[src/fast_read_pkg.sv]
package fast_read_pkg;

    // ------------------------------
    // Memory geometry
    // ------------------------------
    localparam int NUM_BANKS  = 24;
    localparam int HALF_BANKS = 12;
    localparam int WORD_W     = 36;
    localparam int SAMPLE_W   = 18;
    localparam int ADDR_W     = 5;

    // Counter widths
    localparam int IDLE_W = 16;
    localparam int SLOT_W = 6;
    localparam int BANK_W = 5;

    // ------------------------------
    // Data types
    // ------------------------------
    typedef logic [WORD_W-1:0]    bank_word_t;
    typedef logic [SAMPLE_W-1:0]  sample_t;
    typedef logic [ADDR_W-1:0]    mem_addr_t;
    typedef logic [IDLE_W-1:0]    idle_len_t;
    typedef logic [BANK_W-1:0]    bank_idx_t;
    typedef logic [NUM_BANKS-1:0] chip_en_t;

    // Addresses per packet
    typedef enum logic [1:0] {
        PKT_LEN_2,
        PKT_LEN_4,
        PKT_LEN_8,
        PKT_LEN_16
    } pkt_len_e;

    // Stream is one packet over all addresses
    typedef enum logic [1:0] {
        READ_IDLE,
        READ_STREAM,
        READ_PACKET
    } read_state_e;

    typedef enum logic {
        PKT_GAP,
        PKT_ACTIVE
    } pkt_state_e;

endpackage
[src/fast_read_if.sv]
`timescale 1ns/1ps

interface fast_read_if;
    import fast_read_pkg::*;

    // Registered copy of sample_tick
    logic      tick;

    // Load the selected bank word
    logic      capture;
    bank_idx_t bank;

    // A sample leaves on this tick
    logic      emit;

    modport seq (
        output tick,
        output capture,
        output bank,
        output emit
    );

    modport cap (
        input capture,
        input bank
    );

    modport ser (
        input tick,
        input emit
    );

endinterface

[src/fast_read_top.sv]
`timescale 1ns/1ps

module fast_read_top (
    input  logic                      clk,
    input  logic                      rstn,
    input  logic                      sample_tick,
    input  logic                      fast_read_en,
    input  logic                      capture_start,
    input  logic                      path96_en,
    input  fast_read_pkg::pkt_len_e   pkt_data_length,
    input  fast_read_pkg::idle_len_t  pkt_idle_length,
    input  fast_read_pkg::bank_word_t fast_din [fast_read_pkg::NUM_BANKS],
    output fast_read_pkg::chip_en_t   fast_chip_en,
    output fast_read_pkg::mem_addr_t  fast_addr,
    output logic                      fast_rd_done,
    output fast_read_pkg::sample_t    adc_data,
    output logic                      adc_data_valid
);
    import fast_read_pkg::*;

    bank_word_t word;
    logic       word_new;

    fast_read_if u_cmd_if ();

    // ------------------------------
    // Sequencer
    // ------------------------------
    fast_read_seq u_fast_read_seq (
        .clk             (clk),
        .rstn            (rstn),
        .sample_tick     (sample_tick),
        .fast_read_en    (fast_read_en),
        .capture_start   (capture_start),
        .path96_en       (path96_en),
        .pkt_data_length (pkt_data_length),
        .pkt_idle_length (pkt_idle_length),
        .fast_chip_en    (fast_chip_en),
        .fast_addr       (fast_addr),
        .fast_rd_done    (fast_rd_done),
        .cmd             (u_cmd_if.seq)
    );

    // Bank word capture
    bank_capture u_bank_capture (
        .clk      (clk),
        .rstn     (rstn),
        .fast_din (fast_din),
        .word     (word),
        .word_new (word_new),
        .cmd      (u_cmd_if.cap)
    );

    // ------------------------------
    // Sample output
    // ------------------------------
    sample_serializer u_sample_serializer (
        .clk            (clk),
        .rstn           (rstn),
        .word           (word),
        .word_new       (word_new),
        .adc_data       (adc_data),
        .adc_data_valid (adc_data_valid),
        .cmd            (u_cmd_if.ser)
    );

endmodule

[src/sample_serializer.sv]
`timescale 1ns/1ps

module sample_serializer (
    input  logic                      clk,
    input  logic                      rstn,
    input  fast_read_pkg::bank_word_t word,
    input  logic                      word_new,
    output fast_read_pkg::sample_t    adc_data,
    output logic                      adc_data_valid,
    fast_read_if.ser                  cmd
);
    import fast_read_pkg::*;

    bank_word_t pending;
    logic       sel_hi;

    // Word under output, held across the next capture
    always_ff @(posedge clk) begin
        if (word_new) begin
            pending <= word;
        end
    end

    // ------------------------------
    // Half selection
    // ------------------------------
    always_ff @(posedge clk or negedge rstn) begin
        if (!rstn) begin
            adc_data       <= '0;
            adc_data_valid <= 1'b0;
            sel_hi         <= 1'b1;
        end else if (cmd.tick) begin
            if (cmd.emit) begin
                if (sel_hi) begin
                    adc_data <= pending[WORD_W-1:SAMPLE_W];
                end else begin
                    adc_data <= pending[SAMPLE_W-1:0];
                end
                adc_data_valid <= 1'b1;
                sel_hi         <= !sel_hi;
            end else begin
                // Gap or capture-only tick
                adc_data       <= '0;
                adc_data_valid <= 1'b0;
                sel_hi         <= 1'b1;
            end
        end
    end

endmodule

[src/bank_capture.sv]
`timescale 1ns/1ps

module bank_capture (
    input  logic                      clk,
    input  logic                      rstn,
    input  fast_read_pkg::bank_word_t fast_din [fast_read_pkg::NUM_BANKS],
    output fast_read_pkg::bank_word_t word,
    output logic                      word_new,
    fast_read_if.cap                  cmd
);
    import fast_read_pkg::*;

    bank_word_t sel_word;

    // ------------------------------
    // Bank select
    // ------------------------------
    always_comb begin
        sel_word = '0;
        // Index wider than the bank count
        if (int'(cmd.bank) < NUM_BANKS) begin
            sel_word = fast_din[cmd.bank];
        end
    end

    // Memory answers while its chip enable is high
    always_ff @(posedge clk) begin
        if (cmd.capture) begin
            word <= sel_word;
        end
    end

    // Tells the serializer a fresh word is ready
    always_ff @(posedge clk or negedge rstn) begin
        if (!rstn) begin
            word_new <= 1'b0;
        end else begin
            word_new <= cmd.capture;
        end
    end

endmodule

[src/fast_read_seq.sv]
`timescale 1ns/1ps

module fast_read_seq (
    input  logic                      clk,
    input  logic                      rstn,
    input  logic                      sample_tick,
    input  logic                      fast_read_en,
    input  logic                      capture_start,
    input  logic                      path96_en,
    input  fast_read_pkg::pkt_len_e   pkt_data_length,
    input  fast_read_pkg::idle_len_t  pkt_idle_length,
    output fast_read_pkg::chip_en_t   fast_chip_en,
    output fast_read_pkg::mem_addr_t  fast_addr,
    output logic                      fast_rd_done,
    fast_read_if.seq                  cmd
);
    import fast_read_pkg::*;

    read_state_e       read_state;
    pkt_state_e        pkt_state;
    logic [SLOT_W-1:0] slot;
    idle_len_t         idle_cnt;

    // Next slot 0 tick only flushes the low half of the last word
    logic              tail_end;
    logic              tail_final;
    logic              rd_fin;

    logic [SLOT_W-1:0] last_slot;
    mem_addr_t         blk_mask;
    logic              blk_last;
    logic              gap_last;
    logic              start_rd;
    logic              in_read;
    logic              tick_cap;
    logic              tick_emit;
    bank_idx_t         cap_bank;

    // ------------------------------
    // Slot and packet decode
    // ------------------------------
    assign last_slot = path96_en ? SLOT_W'(2 * NUM_BANKS - 1) : SLOT_W'(2 * HALF_BANKS - 1);

    always_comb begin
        case (pkt_data_length)
            PKT_LEN_2:  blk_mask = mem_addr_t'(1);
            PKT_LEN_4:  blk_mask = mem_addr_t'(3);
            PKT_LEN_8:  blk_mask = mem_addr_t'(7);
            PKT_LEN_16: blk_mask = mem_addr_t'(15);
        endcase
    end

    // Address closes its aligned block
    assign blk_last = (fast_addr & blk_mask) == blk_mask;
    assign gap_last = (idle_cnt + 1'b1) == pkt_idle_length;

    assign start_rd = sample_tick && fast_read_en && !fast_rd_done &&
                      (read_state == READ_IDLE);
    assign in_read  = sample_tick && fast_read_en && (read_state != READ_IDLE);

    // Even slots map onto bank slot/2
    assign cap_bank = slot[SLOT_W-1:1];

    always_comb begin
        tick_cap  = 1'b0;
        tick_emit = 1'b0;
        if (start_rd) begin
            tick_cap = 1'b1;
        end else if (in_read) begin
            if (pkt_state == PKT_GAP) begin
                // Last gap tick already fetches bank 0
                tick_cap = gap_last;
            end else begin
                tick_emit = 1'b1;
                tick_cap  = !slot[0] && !tail_end;
            end
        end
    end

    // ------------------------------
    // Per-tick commands
    // ------------------------------
    always_ff @(posedge clk or negedge rstn) begin
        if (!rstn) begin
            cmd.tick     <= 1'b0;
            cmd.capture  <= 1'b0;
            cmd.emit     <= 1'b0;
            fast_chip_en <= '0;
        end else begin
            cmd.tick     <= sample_tick;
            cmd.capture  <= tick_cap;
            cmd.emit     <= tick_emit;
            fast_chip_en <= tick_cap ? (chip_en_t'(1) << cap_bank) : '0;
        end
    end

    always_ff @(posedge clk) begin
        if (tick_cap) begin
            cmd.bank <= cap_bank;
        end
    end

    // ------------------------------
    // Read and packet FSMs
    // ------------------------------
    always_ff @(posedge clk or negedge rstn) begin
        if (!rstn) begin
            read_state <= READ_IDLE;
            pkt_state  <= PKT_GAP;
            slot       <= '0;
            idle_cnt   <= '0;
            fast_addr  <= '0;
            tail_end   <= 1'b0;
            tail_final <= 1'b0;
            rd_fin     <= 1'b0;
        end else begin
            rd_fin <= 1'b0;
            if (!fast_read_en) begin
                read_state <= READ_IDLE;
                pkt_state  <= PKT_GAP;
                slot       <= '0;
                idle_cnt   <= '0;
                fast_addr  <= '0;
                tail_end   <= 1'b0;
                tail_final <= 1'b0;
            end else if (start_rd) begin
                read_state <= (pkt_idle_length == '0) ? READ_STREAM : READ_PACKET;
                pkt_state  <= PKT_ACTIVE;
                fast_addr  <= '0;
                slot       <= SLOT_W'(1);
            end else if (in_read) begin
                if (pkt_state == PKT_GAP) begin
                    if (gap_last) begin
                        pkt_state <= PKT_ACTIVE;
                        slot      <= SLOT_W'(1);
                        idle_cnt  <= '0;
                    end else begin
                        idle_cnt <= idle_cnt + 1'b1;
                    end
                end else if ((slot == '0) && tail_end) begin
                    tail_end   <= 1'b0;
                    tail_final <= 1'b0;
                    pkt_state  <= PKT_GAP;
                    if (tail_final) begin
                        read_state <= READ_IDLE;
                        rd_fin     <= 1'b1;
                    end
                end else if (slot == last_slot) begin
                    slot <= '0;
                    if (&fast_addr) begin
                        tail_end   <= 1'b1;
                        tail_final <= 1'b1;
                    end else begin
                        fast_addr <= fast_addr + 1'b1;
                        tail_end  <= (read_state == READ_PACKET) && blk_last;
                    end
                end else begin
                    slot <= slot + 1'b1;
                end
            end
        end
    end

    // Done rises together with the final sample
    always_ff @(posedge clk or negedge rstn) begin
        if (!rstn) begin
            fast_rd_done <= 1'b0;
        end else if (rd_fin) begin
            fast_rd_done <= 1'b1;
        end else if ((read_state == READ_IDLE) && capture_start) begin
            fast_rd_done <= 1'b0;
        end
    end

endmodule

[config.mk]
export PLATFORM = sky130hd
export DESIGN_NAME = fast_read_top
export DESIGN_NICKNAME = d
export VERILOG_FILES = /design/src/fast_read_pkg.sv /design/src/fast_read_if.sv /design/src/fast_read_top.sv /design/src/sample_serializer.sv /design/src/bank_capture.sv /design/src/fast_read_seq.sv
export SDC_FILE = /design/constraint.sdc
export NUM_CORES = 1
export LEC_CHECK = 0
export ABC_AREA = 1
export BUFFER_PORTS_ARGS = -buffer_cell sky130_fd_sc_hd__buf_2
export CAP_MARGIN = 30
export CORE_AREA = 2 2 361 363
export CTS_CLUSTER_SIZE = 25
export DETAILED_ROUTE_END_ITERATION = 16
export DIE_AREA = 0 0 363 365
export MAX_ROUTING_LAYER = met4
export PLACE_DENSITY_LB_ADDON = 0.3
export SLEW_MARGIN = 5
export SYNTH_ARGS = -nofsm -noshare
export SYNTH_HDL_FRONTEND = slang
export SYNTH_SLANG_ARGS = --single-unit
[constraint.sdc]
create_clock -name clk -period 2.5 [get_ports clk]
set_input_delay 0.25 -clock clk [delete_from_list [all_inputs] [get_ports clk]]
set_output_delay 0.25 -clock clk [all_outputs]
set_load 0.02 [all_outputs]
-- Word-level counts from Yosys, hierarchy flattened
Cells that the tools add are included.
- flip-flop bits (word level): 159
- bits of input ports: 888
- output and inout port bits: 49
- logic and storage cells: 145
- $add $sub $neg: 3
- order comparisons: 2
- equal/unequal tests: 22
- shifts and indexed selects: 1
- mux-type cells: 70
- bitwise gates (word level): 2
- reduce and logical (&&, ||, !) cells: 25
- operators with widths (cell ; count):
    $bmux W36 S5 ; 1
    $mux W16 ; 5
    $mux W36 ; 2
    $mux W6 ; 8
    $mux W1 ; 36
    $mux W18 ; 2
    $mux W5 ; 7
    $mux W24 ; 1
    $shl A1 B5 Y24 const A ; 1
    $ne A3 B1 Y1 const B ; 7
    $pmux W5 S4 ; 1
    $add A16 B1 Y16 const B ; 1
    $eq A16 B16 Y1 ; 1
    $logic_not A16 Y1 ; 1
    $reduce_and A5 Y1 ; 3
    $mux W2 ; 7
    $logic_and A1 B1 Y1 ; 8
    $reduce_and A4 Y1 ; 2
    $add A6 B1 Y6 const B ; 1
    $eq A2 B2 Y1 const B ; 3
    $eq A6 B6 Y1 ; 1
    $ge A6 B6 Y1 const B ; 1
    $logic_not A6 Y1 ; 1
    $ne A3 B2 Y1 const B ; 2
    other kinds (14) ; 22

-- Longest topological paths before layout
Gate-level depths: netlist of the first run.
- word-level depth: 12
- gate-level depth with buffers: 16
- depth with buffers taken out: 16

-- Modules after synthesis
From an unflattened synthesis of the first run, not the netlist that was laid out.
- cells, all modules: 2724
- area total of the unflattened synthesis: 15780.1 sq um
- modules (own cells, without submodules) (module ; times used ; cells each ; area each (sq um) ; seq. area each (sq um)):
    bank_capture ; 1 ; 2021 ; 9806.9 ; 1106.1
    fast_read_seq ; 1 ; 507 ; 3824.9 ; 1676.6
    sample_serializer ; 1 ; 196 ; 2148.3 ; 1582.8

-- Worst setup path before layout of the first run
OpenSTA, ideal clock, no wires.
- kind: register -> register
- start: reg u_fast_read_seq.idle_cnt[0]
- end: reg u_fast_read_seq.cmd.bank[0] (enable)
- setup time: 0.316 ns
- arrival time: 1.892 ns
- required time: 2.184 ns
- path slack: 0.292 ns
- cell stages (with the launch flop): 16
- buffers on the path: 1
- period minus slack after synthesis: 2.208 ns
- path through: dfrtp_1 ha_1 nand2_1 inv_1 o21ai_0 nand2_1 inv_1 nand2_1 nor2_1 nand3b_1 nor2_1 nand3_2 nand2_2 nand2_4 buf_6 nand2_1
- word-level cells in the longest chain between the ends: 5
- ends and longest elaborated chain (element ; RTL line ; text):
    from (decl) ; fast_read_seq.sv:22 ; idle_len_t idle_cnt;
    from (signal assigned) ; fast_read_seq.sv:138 ; idle_cnt <= idle_cnt + 1'b1;
    $add A16 B1 Y16 ; fast_read_seq.sv:55 ; assign gap_last = (idle_cnt + 1'b1) == pkt_idle_length;
    $eq A16 B16 Y1 ; fast_read_seq.sv:55 ;
    $mux W1 ; fast_read_seq.sv:70 ; if (pkt_state == PKT_GAP) begin
    $mux W1 ; fast_read_seq.sv:69 ; end else if (in_read) begin
    $mux W1 ; fast_read_seq.sv:67 ; if (start_rd) begin
    via u_fast_read_seq.tick_cap ; fast_read_seq.sv:35 ; logic tick_cap;
    to (signal assigned) ; fast_read_seq.sv:99 ; cmd.bank <= cap_bank;
    to (decl) ; fast_read_if.sv:19 ; output bank,
The timed path passes the listed nets, and every way through them passes these cells.
A chain may end at the register's enable or synchronous reset.

-- Worst setup path in the final report of the first run
- start: reg u_fast_read_seq.cmd.bank[0]
- end: reg u_bank_capture.word[32], data pin
- word-level cells in the longest chain between the ends: 4
- elaborated cells on any way between the ends: 5
- classes of those cells: 1 x order compare; 3 x mux; 1 x bitwise
- ends and longest elaborated chain (element ; RTL line ; text):
    $not A5 Y6 (implied by the code) ; bank_capture.sv:22 ; sel_word = fast_din[cmd.bank];
    $bmux W36 S5 ; bank_capture.sv:22 ;
    $mux W36 (implied by the code) (2 in a row) ; bank_capture.sv:22 ;
    to (signal assigned) ; bank_capture.sv:29 ; word <= sel_word;
    to (decl) ; bank_capture.sv:7 ; output fast_read_pkg::bank_word_t word,
Parallel ways exist; a longest one is shown, timed or not. The select of a mux whose other input is x is not followed.

==> reports/results.txt, run 1 <==
By area the synthesized netlist is led by sky130_fd_sc_hd__edfxtp_1 (16%), sky130_fd_sc_hd__dfrtp_1 (14%), sky130_fd_sc_hd__nand2_1 (9.3%). Clock tree synthesis found a total of 159 sinks. The fmax is 395 MHz. The largest total area in the synthesized netlist belongs to sky130_fd_sc_hd__edfxtp_1. For met3 alone, demand over resource in global routing was 5.04%.

Beginning of the worst hold path: capture_start. For this run, the post-layout net count is 3912. The library cell appearing most often on the critical path is sky130_fd_sc_hd__buf_12. The internal power of the cells totals 5.73 mW. For the finished layout, the period the worst path requires is 2.53 ns.

The cell type group with the largest total delay on the critical path was buffers and inverters. The worst hold slack was 0.0564 ns. The final setup skew is 0.0180 ns, and the share of the core filled with cells in the final layout is 18.4%. The end point of the worst hold path was u_fast_read_seq.fast_rd_done$_DFFE_PN0P_. Die extent in x: 363 um. For the worst-skew pair, the clock arrives at the later sink with an insertion delay of 0.49 ns.

In this run the standard cell core region covers 129000 sq um. The total CTS buffers is 17. Power spread over the standard cell area amounts to 383 nW/um^2.

The routability congestion estimate was 0.938; the height of the die was 365 um. The register-to-register setup slack was -0.03 ns; the total setup violations reported at the end of the flow was 2. The die covers 132000 sq um. The longest clock path from root to sink contains 2 buffers. The number of port buffers is 936. The critical path is of the flop to flop type. The endpoint identified for the worst register-to-register timing path is u_bank_capture.word[32]$_SDFFCE_PP0P_. The H-tree was split into 4 levels.

Predominant post-synthesis flop cell: sky130_fd_sc_hd__dfrtp_1. The flow ran to the end, but the final reports show violations. The count of flip-flops with a built-in enable after synthesis was 77; the number of cells on the worst reg-to-reg path was 9. Switching share of total power: 36.9%. Final critical-path share of the clock period: 101%. Sequential-to-total area share from yosys stat: 30.2%. The highest-delay cell along the critical path was sky130_fd_sc_hd__o211ai_1.

Sequential cells account for 33.0% of the total power. The synthesized instance count is 2043. The share of synthesized registers carrying an async set or reset was 51.6%; the number of failing hold endpoints at the final stage was 0. For the layout filler cell count, the log shows 14800. A synthesized cell averages 7.08 sq um.

Combinational cells account for 36.7% of the total power. The worst setup path is launched from a flop. The critical path contains buffers and inverters numbering 5 combined. The worst-case IR drop observed on VDD is 0.516 mV. The initial antenna violation count came out at 108.

In this run the worst path has a maximum fanout of 31. At the pin with the least slew margin, the transition time is 0.799 ns. The endpoint type of the worst setup path is a flop. The tools report the via count of the first global-routing pass as 19300. The worst hold path was traced through 3 stages. The final-report max-slew violation count was 0; the area growth from synthesis to final layout was 63.8%. The analysis attributes to cell leakage a power of 10.5 nW. For this run, global-route usage on met1 was measured as 22.6%.

The first detailed-routing pass ran for 7 iterations. The critical path arrival is 2.75 ns, and the post-route worst setup slack is -0.0314 ns. The share of synthesized area in the top cell type comes to 16.0%. Global routing consumed, over all layers together, 18.1% of the routing resources.

The tool flagged a number of max-cap violations equal to 0. When the netlist entered floorplanning its net count stood at 2936. In this design, the stage delay of the slowest critical-path cell is 0.57 ns. The tools report the total wire length after detailed routing as 125000 um. Clock-pin slew was measured on the worst setup and hold paths at 0.08 ns. The final reports fail on setup timing. The proportion of layout cells with a drive suffix above 1 was 41.5%; the net switching power was 3.35 mW. Cell area after technology mapping: 14500 sq um.

Measured against its own limit, the worst slew margin works out to 46.6%. The layer flagged by global routing as most heavily used is met2. The largest net degree at the start of global routing came out at 73. The Yosys step of the flow raised 0 warnings. For met2 alone, demand over resource in global routing was 29.5%. The critical path goes through buf_6 -> buf_12 -> buf_16 -> buf_12 -> buf_4 -> nand2_1 -> a32oi_1 -> o211ai_1 -> a21oi_1. In this run, the number of DRC markers left after iteration 0 of detailed routing was 1440. The detail route stage leaves a number of antenna-violating nets equal to 0. For the worst setup path, the data required time is 2.72 ns. The initialized floorplan defines 132 standard-cell rows.

The clock network accounts for 30.3% of the total power. The tools report the CTS root buffer as sky130_fd_sc_hd__clkbuf_16. The starting utilization of the core area is 11.2%, and the total overflow reported by the global router is 0.

In this run, synthesis produced a sequential element count of 159. Worst hold path class: primary input to flop. Post-detailed-route wirelength per cell: 26.1 um.

The first global-routing pass estimated 159000 um of wire. The tools report the I/O pin count as 937. TritonCTS built the clock tree. The tools report the post-route DRC violation count as 0. The worst flop-to-flop path startpoint was u_fast_read_seq.cmd.bank[0]$_DFFE_PP_. In this run, distinct cell masters in the synthesized netlist total 43. The completed layout was analyzed and its total power is 9.08 mW. The critical path starts at u_fast_read_seq.cmd.bank[0]$_DFFE_PP_.

The detailed placement HPWL is 106000 um. In the routed layout, each cell is associated on average with a via count of 4.20. Setup repair after global routing could not meet its margin everywhere.

The via count of the routed design is 20100.
## flip-flops by register name, summed over array words and instances, names as in the netlist, 2 cells and up
signal                        cells
u_fast_read_seq.slot              6
u_sample_serializer.pending      36
u_fast_read_seq.fast_chip_en     24
u_sample_serializer.adc_data     18
u_fast_read_seq.idle_cnt         16
u_fast_read_seq.cmd.bank          5
u_fast_read_seq.fast_addr         5
u_bank_capture.word              36
u_fast_read_seq.read_state        2
## power by group through the flow
stage	Combinational (mW)	Sequential, mW	Clock (mW)
after floorplan	1.30	3.03	0
after global placement	3.24	3.05	0
after detailed placement	3.24	3.04	0
after CTS	3.28	2.99	2.86
after global routing	3.63	3.01	2.95
final	3.34	3.00	2.75
## worst max-delay path by stage
stage | end | slack (ns) | depth (start not counted)
finish | u_bank_capture.word[32]$_SDFFCE_PP0P_ | -0.03 | 9
global route | u_bank_capture.word[11]$_SDFFCE_PP0P_ | -0.05 | 11
CTS | u_bank_capture.word[20]$_SDFFCE_PP0P_ | -0.03 | 9
detailed placement | u_bank_capture.word[32]$_SDFFCE_PP0P_ | -0.44 | 12
global placement | u_bank_capture.word[32]$_SDFFCE_PP0P_ | -0.55 | 12
floorplan | u_fast_read_seq.cmd.bank[0]$_DFFE_PP_ | 0.29 | 15
## worst reg2reg max path, cell delays in order, from the launching register on
cell	delay, ns
sky130_fd_sc_hd__edfxtp_1	0.43
sky130_fd_sc_hd__buf_6	0.18
sky130_fd_sc_hd__buf_12	0.16
sky130_fd_sc_hd__buf_16	0.18
sky130_fd_sc_hd__buf_12	0.20
sky130_fd_sc_hd__buf_4	0.20
sky130_fd_sc_hd__nand2_1	0.08
sky130_fd_sc_hd__a32oi_1	0.11
sky130_fd_sc_hd__o211ai_1	0.57
sky130_fd_sc_hd__a21oi_1	0.16
## logic make-up after synthesis
family,synth area share [%]
flops,30.2
buf+inv,7.16
xor+xnor,0.519
mux,7.27
compound gates,32.3
fa+ha+maj,0.433
simple gates,22.2
## Yosys cell counts (2+ instances only)
library cell               instances
sky130_fd_sc_hd__o21bai_1         40
sky130_fd_sc_hd__dfrtp_1          81
sky130_fd_sc_hd__nor2_4            4
sky130_fd_sc_hd__edfxtp_1         77
sky130_fd_sc_hd__clkinv_1          4
sky130_fd_sc_hd__o211ai_1         37
sky130_fd_sc_hd__a21oi_2          19
sky130_fd_sc_hd__buf_6             2
sky130_fd_sc_hd__o221ai_1        131
sky130_fd_sc_hd__ha_1              5
sky130_fd_sc_hd__a32oi_1          59
sky130_fd_sc_hd__mux2i_1         105
sky130_fd_sc_hd__inv_1            58
sky130_fd_sc_hd__nand4_1          13
sky130_fd_sc_hd__nand3_2           2
sky130_fd_sc_hd__o21ai_0         266
sky130_fd_sc_hd__nor2_2            5
sky130_fd_sc_hd__nor3_1            7
sky130_fd_sc_hd__o22ai_1          23
sky130_fd_sc_hd__inv_2             2
sky130_fd_sc_hd__nand2_1         360
sky130_fd_sc_hd__a21oi_1         147
sky130_fd_sc_hd__o21ai_1           3
sky130_fd_sc_hd__nor4_1            7
sky130_fd_sc_hd__nand3_1          85
sky130_fd_sc_hd__xor2_1            5
sky130_fd_sc_hd__buf_1            14
sky130_fd_sc_hd__nand3b_1          4
sky130_fd_sc_hd__nor2_1          291
sky130_fd_sc_hd__buf_2            41
sky130_fd_sc_hd__buf_4             3
sky130_fd_sc_hd__clkbuf_1        131
sky130_fd_sc_hd__nand2_2           2
## per-stage QoR
stage	cells	worst slack (ns)	cell area, sq um	setup TNS (ns)
detailed placement	4656	-0.439	22300	-1.53
global route	4763	-0.0503	23600	-0.271
finish	4780	-0.0314	23700	-0.0351
CTS	4690	-0.0254	23000	-0.0254
global placement	4656	-0.546	22300	-1.68
floorplan	2043	0.292	14500	0
## per-layer routing
layer	part of all wire (%)	vias to the layer above
li1	-	9507
met1	43	9560
met2	47	913
met3	8.2	112
met4	1.7	0
met5	0	-
## area by class of cell
| cell class | instances | area, sq um | share of cell area [%] |
|---|---|---|---|
| multi-input cells | 1630 | 9270 | 39.1 |
| clock inverters | 15 | 154 | 0.650 |
| repair buffers | 1147 | 6920 | 29.2 |
| diodes | 73 | 183 | 0.771 |
| inverters | 64 | 269 | 1.14 |
| clock buffers | 17 | 425 | 1.80 |
| flip-flops and latches | 159 | 4370 | 18.4 |
| well taps | 1675 | 2100 | 8.85 |
## cell usage in the layout, fill, tap and decap left out, types with 13 or more instances in the layout
cell type	count
sky130_fd_sc_hd__buf_2	935
sky130_fd_sc_hd__nand2_1	357
sky130_fd_sc_hd__nor2_1	287
sky130_fd_sc_hd__o21ai_0	243
sky130_fd_sc_hd__buf_4	160
sky130_fd_sc_hd__a21oi_1	144
sky130_fd_sc_hd__o221ai_1	123
sky130_fd_sc_hd__mux2i_1	101
sky130_fd_sc_hd__dfrtp_1	79
sky130_fd_sc_hd__nand3_1	77
sky130_fd_sc_hd__edfxtp_1	77
sky130_fd_sc_hd__diode_2	73
sky130_fd_sc_hd__a32oi_1	57
sky130_fd_sc_hd__inv_1	56
sky130_fd_sc_hd__o21bai_1	40
sky130_fd_sc_hd__o211ai_1	37
sky130_fd_sc_hd__buf_12	32
sky130_fd_sc_hd__clkbuf_16	24
sky130_fd_sc_hd__o22ai_1	23
sky130_fd_sc_hd__a21oi_2	22
sky130_fd_sc_hd__o21ai_1	20
sky130_fd_sc_hd__nand4_1	13
## repair_timing
| action | CTS | global route |
|---|---|---|
| pin swaps | 6 | 7 |
| buffers inserted | 0 | 9 |
| gates resized for setup | 32 | 60 |
| cloned | 0 | 8 |
| hold buffers | 2 | 0 |
| setup endpoints to repair | 21 | 56 |
| endpoints found under the hold margin | 62 | 0 |
Power figures use the tool's default switching activity.
==> inputs of run 2 (changes only) <==
--- a/config.mk
+++ b/config.mk
@@ -8,10 +8,10 @@
 export ABC_AREA = 1
 export BUFFER_PORTS_ARGS = -buffer_cell sky130_fd_sc_hd__buf_2
 export CAP_MARGIN = 30
-export CORE_AREA = 2 2 361 363
+export CORE_AREA = 2 2 360 362
 export CTS_CLUSTER_SIZE = 25
 export DETAILED_ROUTE_END_ITERATION = 16
-export DIE_AREA = 0 0 363 365
+export DIE_AREA = 0 0 362 364
 export MAX_ROUTING_LAYER = met4
 export PLACE_DENSITY_LB_ADDON = 0.3
 export SLEW_MARGIN = 5
==> constraint.sdc (replaced) <==
create_clock -name clk -period 3.2 [get_ports clk]
set_input_delay 0 -clock clk [delete_from_list [all_inputs] [get_ports clk]]
set_output_delay 0 -clock clk [all_outputs]
set_load 0.02 [all_outputs]
==> reports/results.txt, run 2 (same netlist as run 1, synthesis figures left out) <==
The run finished with clean final reports. Headroom to the max-slew limit came out at 42.8%. Along the worst path, the maximum fanout reaches 64. The core footprint came out at 128000 sq um. Leakage power of the design: 9.74 nW. Cell internal power was estimated by the tool at 4.38 mW. The clock passes through at most 2 buffers. The run gives 118 as the initial antenna violation count. In the layout the commonest cells are sky130_fd_sc_hd__buf_2 (936), sky130_fd_sc_hd__nand2_1 (360), sky130_fd_sc_hd__nor2_1 (291). After legalization and detailed placement, the total HPWL measured 109000 um. The die is 364 um tall. After routing the design area is 22300 sq um. Final-report max-slew violation count: 0. The largest vdd supply drop was 0.415 mV. The run gives 2.68 mW as the net switching power. Using the TritonRoute via totals, the vias-per-cell ratio works out to 4.27.

The time the worst path needs with I/O delays and setup works out to 3.11 ns. From left edge to right edge, the die measures 362 um. Cells fill 17.4% of the core in the end. The full die area was 132000 sq um. The worst hold path class was primary input to flop.

Net switching is 37.9% of the power. In the final routed layout, each cell accounts on average for 27.7 um. The run gives 17 as the total CTS buffers. The post-route DRC violation count is 0. Data arrives at the worst endpoint at 3.36 ns.

Of the available clock period, the critical path in the final layout requires 97.1%. Total power for the finished layout comes to 7.06 mW. The overall global routing resource usage was 19.2%; the number of port buffers was 936. In this run, flip-flops and latches consume 33.9% of the power. The library cell used most frequently in the layout, excluding fill and tap cells, is sky130_fd_sc_hd__buf_2. At the pin with the least slew margin, the transition time is 0.858 ns. Critical path class: flop to flop. The routed layout has 19900 vias. The total overflow reported by the global router was 0.

Data on the critical path is required at its endpoint by 3.46 ns. The layout filler cell count was 14900. The run gives 19200 as the via count of the first global-routing pass. The logs give 0.0297 ns for the final setup skew and 0 for the number of failing hold endpoints at the final stage. Largest net degree at the start of global routing: 79. The proportion of layout cells with a drive suffix above 1 came out at 37.6%.

Relative to the synthesized area, the layout overhead comes to 54.0%. Summed over all layers, the routed wires come to 129000 um. Per report_power, the clock group accounts for 33.2% of the total. TritonCTS built the clock tree. The first TritonRoute pass finished after 6 iterations. Across the run, the number of max-cap violations was 0.

Setup repair after global routing left no endpoint under its margin. The floorplan has 132 rows. Derived from the worst setup path, the maximum achievable clock frequency is 322 MHz.

The largest registers in the layout are u_bank_capture.word: 36 flops, u_sample_serializer.pending: 36 flops, u_fast_read_seq.fast_chip_en: 24 flops. The tree built by TritonCTS fans out to 159 sinks. In the final design database the tool counted 3787 nets.

Clock-pin slew was measured on the worst setup and hold paths at 0.09 ns. Nature of the critical path startpoint: a flop. The worst setup path is captured at a flop. The global-route wire length before repair is 165000 um, and the I/O pin count is 937. The congestion estimate from routability-driven global placement came to 0.920. After the first detailed-routing iteration, the DRC count stood at 1576. Once placement finished, the instance area stood at 21300 sq um. The logs give 4 for the H-tree level count and 11.3% for the starting utilization of the core area.

The detail route stage leaves a number of antenna-violating nets equal to 0. Combinational cells account for 32.9% of the total power. The run gives 0.50 ns as the insertion delay to the later sink of the worst-skew pair. Setup violations remaining at the end of the flow were counted as 0.

Power spread over the standard cell area amounts to 317 nW/um^2. In this run the clock root is driven by a sky130_fd_sc_hd__clkbuf_16.
-- run 2: what timing repair did --
item / CTS / global route
setup endpoints to repair: 0 / 3
gates resized for setup: 0 / 3
buffers inserted: 0 / 0
endpoints found under the hold margin: 49 / 0
hold buffers: 9 / 0
-- run 2: path summary, 6_finish.rpt --
path / from / to / slack, ns / depth (start not counted)
hold reg to reg: u_bank_capture.word[26]$_SDFFCE_PP0P_ / u_sample_serializer.pending[26]$_DFFE_PP_ / 0.42 / 0
setup reg to reg: u_fast_read_seq.cmd.bank[0]$_DFFE_PP_ / u_bank_capture.word[13]$_SDFFCE_PP0P_ / 0.09 / 9
max in group asynchronous: rstn / u_fast_read_seq.fast_chip_en[12]$_DFF_PN0_ / 2.28 / 3
min in group asynchronous: rstn / u_fast_read_seq.cmd.tick$_DFF_PN0_ / 0.09 / 2
hold / removal: pkt_idle_length[2] / u_fast_read_seq.read_state[1]$_DFFE_PN0P_ / 0.01 / 5
setup / recovery: u_fast_read_seq.cmd.bank[0]$_DFFE_PP_ / u_bank_capture.word[13]$_SDFFCE_PP0P_ / 0.09 / 9
-- run 2: cell type report --
class                   count  area [sq um]  area share, %
repair buffers           1023          5630           25.3
flip-flops and latches    159          4370           19.6
clock buffers              17           425           1.91
inverters                  64           253           1.14
clock inverters            15           218          0.978
well taps                1675          2100           9.41
diodes                     79           198          0.888
multi-input cells        1629          9080           40.8
-- run 2: power by group through the flow --
stage,Combinational (mW),Sequential [mW],Clock [mW]
floorplan,1.01,2.36,0
global placement,2.35,2.45,0
detailed placement,2.33,2.44,0
CTS,2.35,2.40,2.45
global route,2.53,2.41,2.50
finish,2.32,2.39,2.34
-- run 2: worst max-delay path, cell delays in order (launching register included) --
cell	delay [ns]
sky130_fd_sc_hd__edfxtp_1	0.47
sky130_fd_sc_hd__buf_12	0.19
sky130_fd_sc_hd__buf_12	0.18
sky130_fd_sc_hd__buf_12	0.21
sky130_fd_sc_hd__buf_4	0.31
sky130_fd_sc_hd__a21oi_1	0.47
sky130_fd_sc_hd__a32oi_2	0.22
sky130_fd_sc_hd__o211ai_1	0.33
sky130_fd_sc_hd__buf_4	0.25
sky130_fd_sc_hd__a21oi_1	0.08
-- run 2: per-stage QoR --
stage | worst slack [ns] | hold WS [ns] | std cells | setup TNS, ns
global placement | -0.361 | 0.0951 | 4537 | -0.411
floorplan | 0.992 | -0.296 | 2043 | 0
finish | 0.0924 | 0.0125 | 4661 | 0
CTS | 0.0201 | 0.00784 | 4581 | 0
global route | 0.0562 | 0.0846 | 4647 | 0
detailed placement | 0.0511 | 0.0924 | 4540 | 0
-- run 2: layer usage --
metal / vias up / wire length, um / GRT usage [%]
li1: 9260 / - / -
met1: 9561 / 57400 / 23.8
met2: 989 / 59400 / 29.5
met3: 113 / 9570 / 6.17
met4: 0 / 2580 / 5.65
met5: - / 0 / -
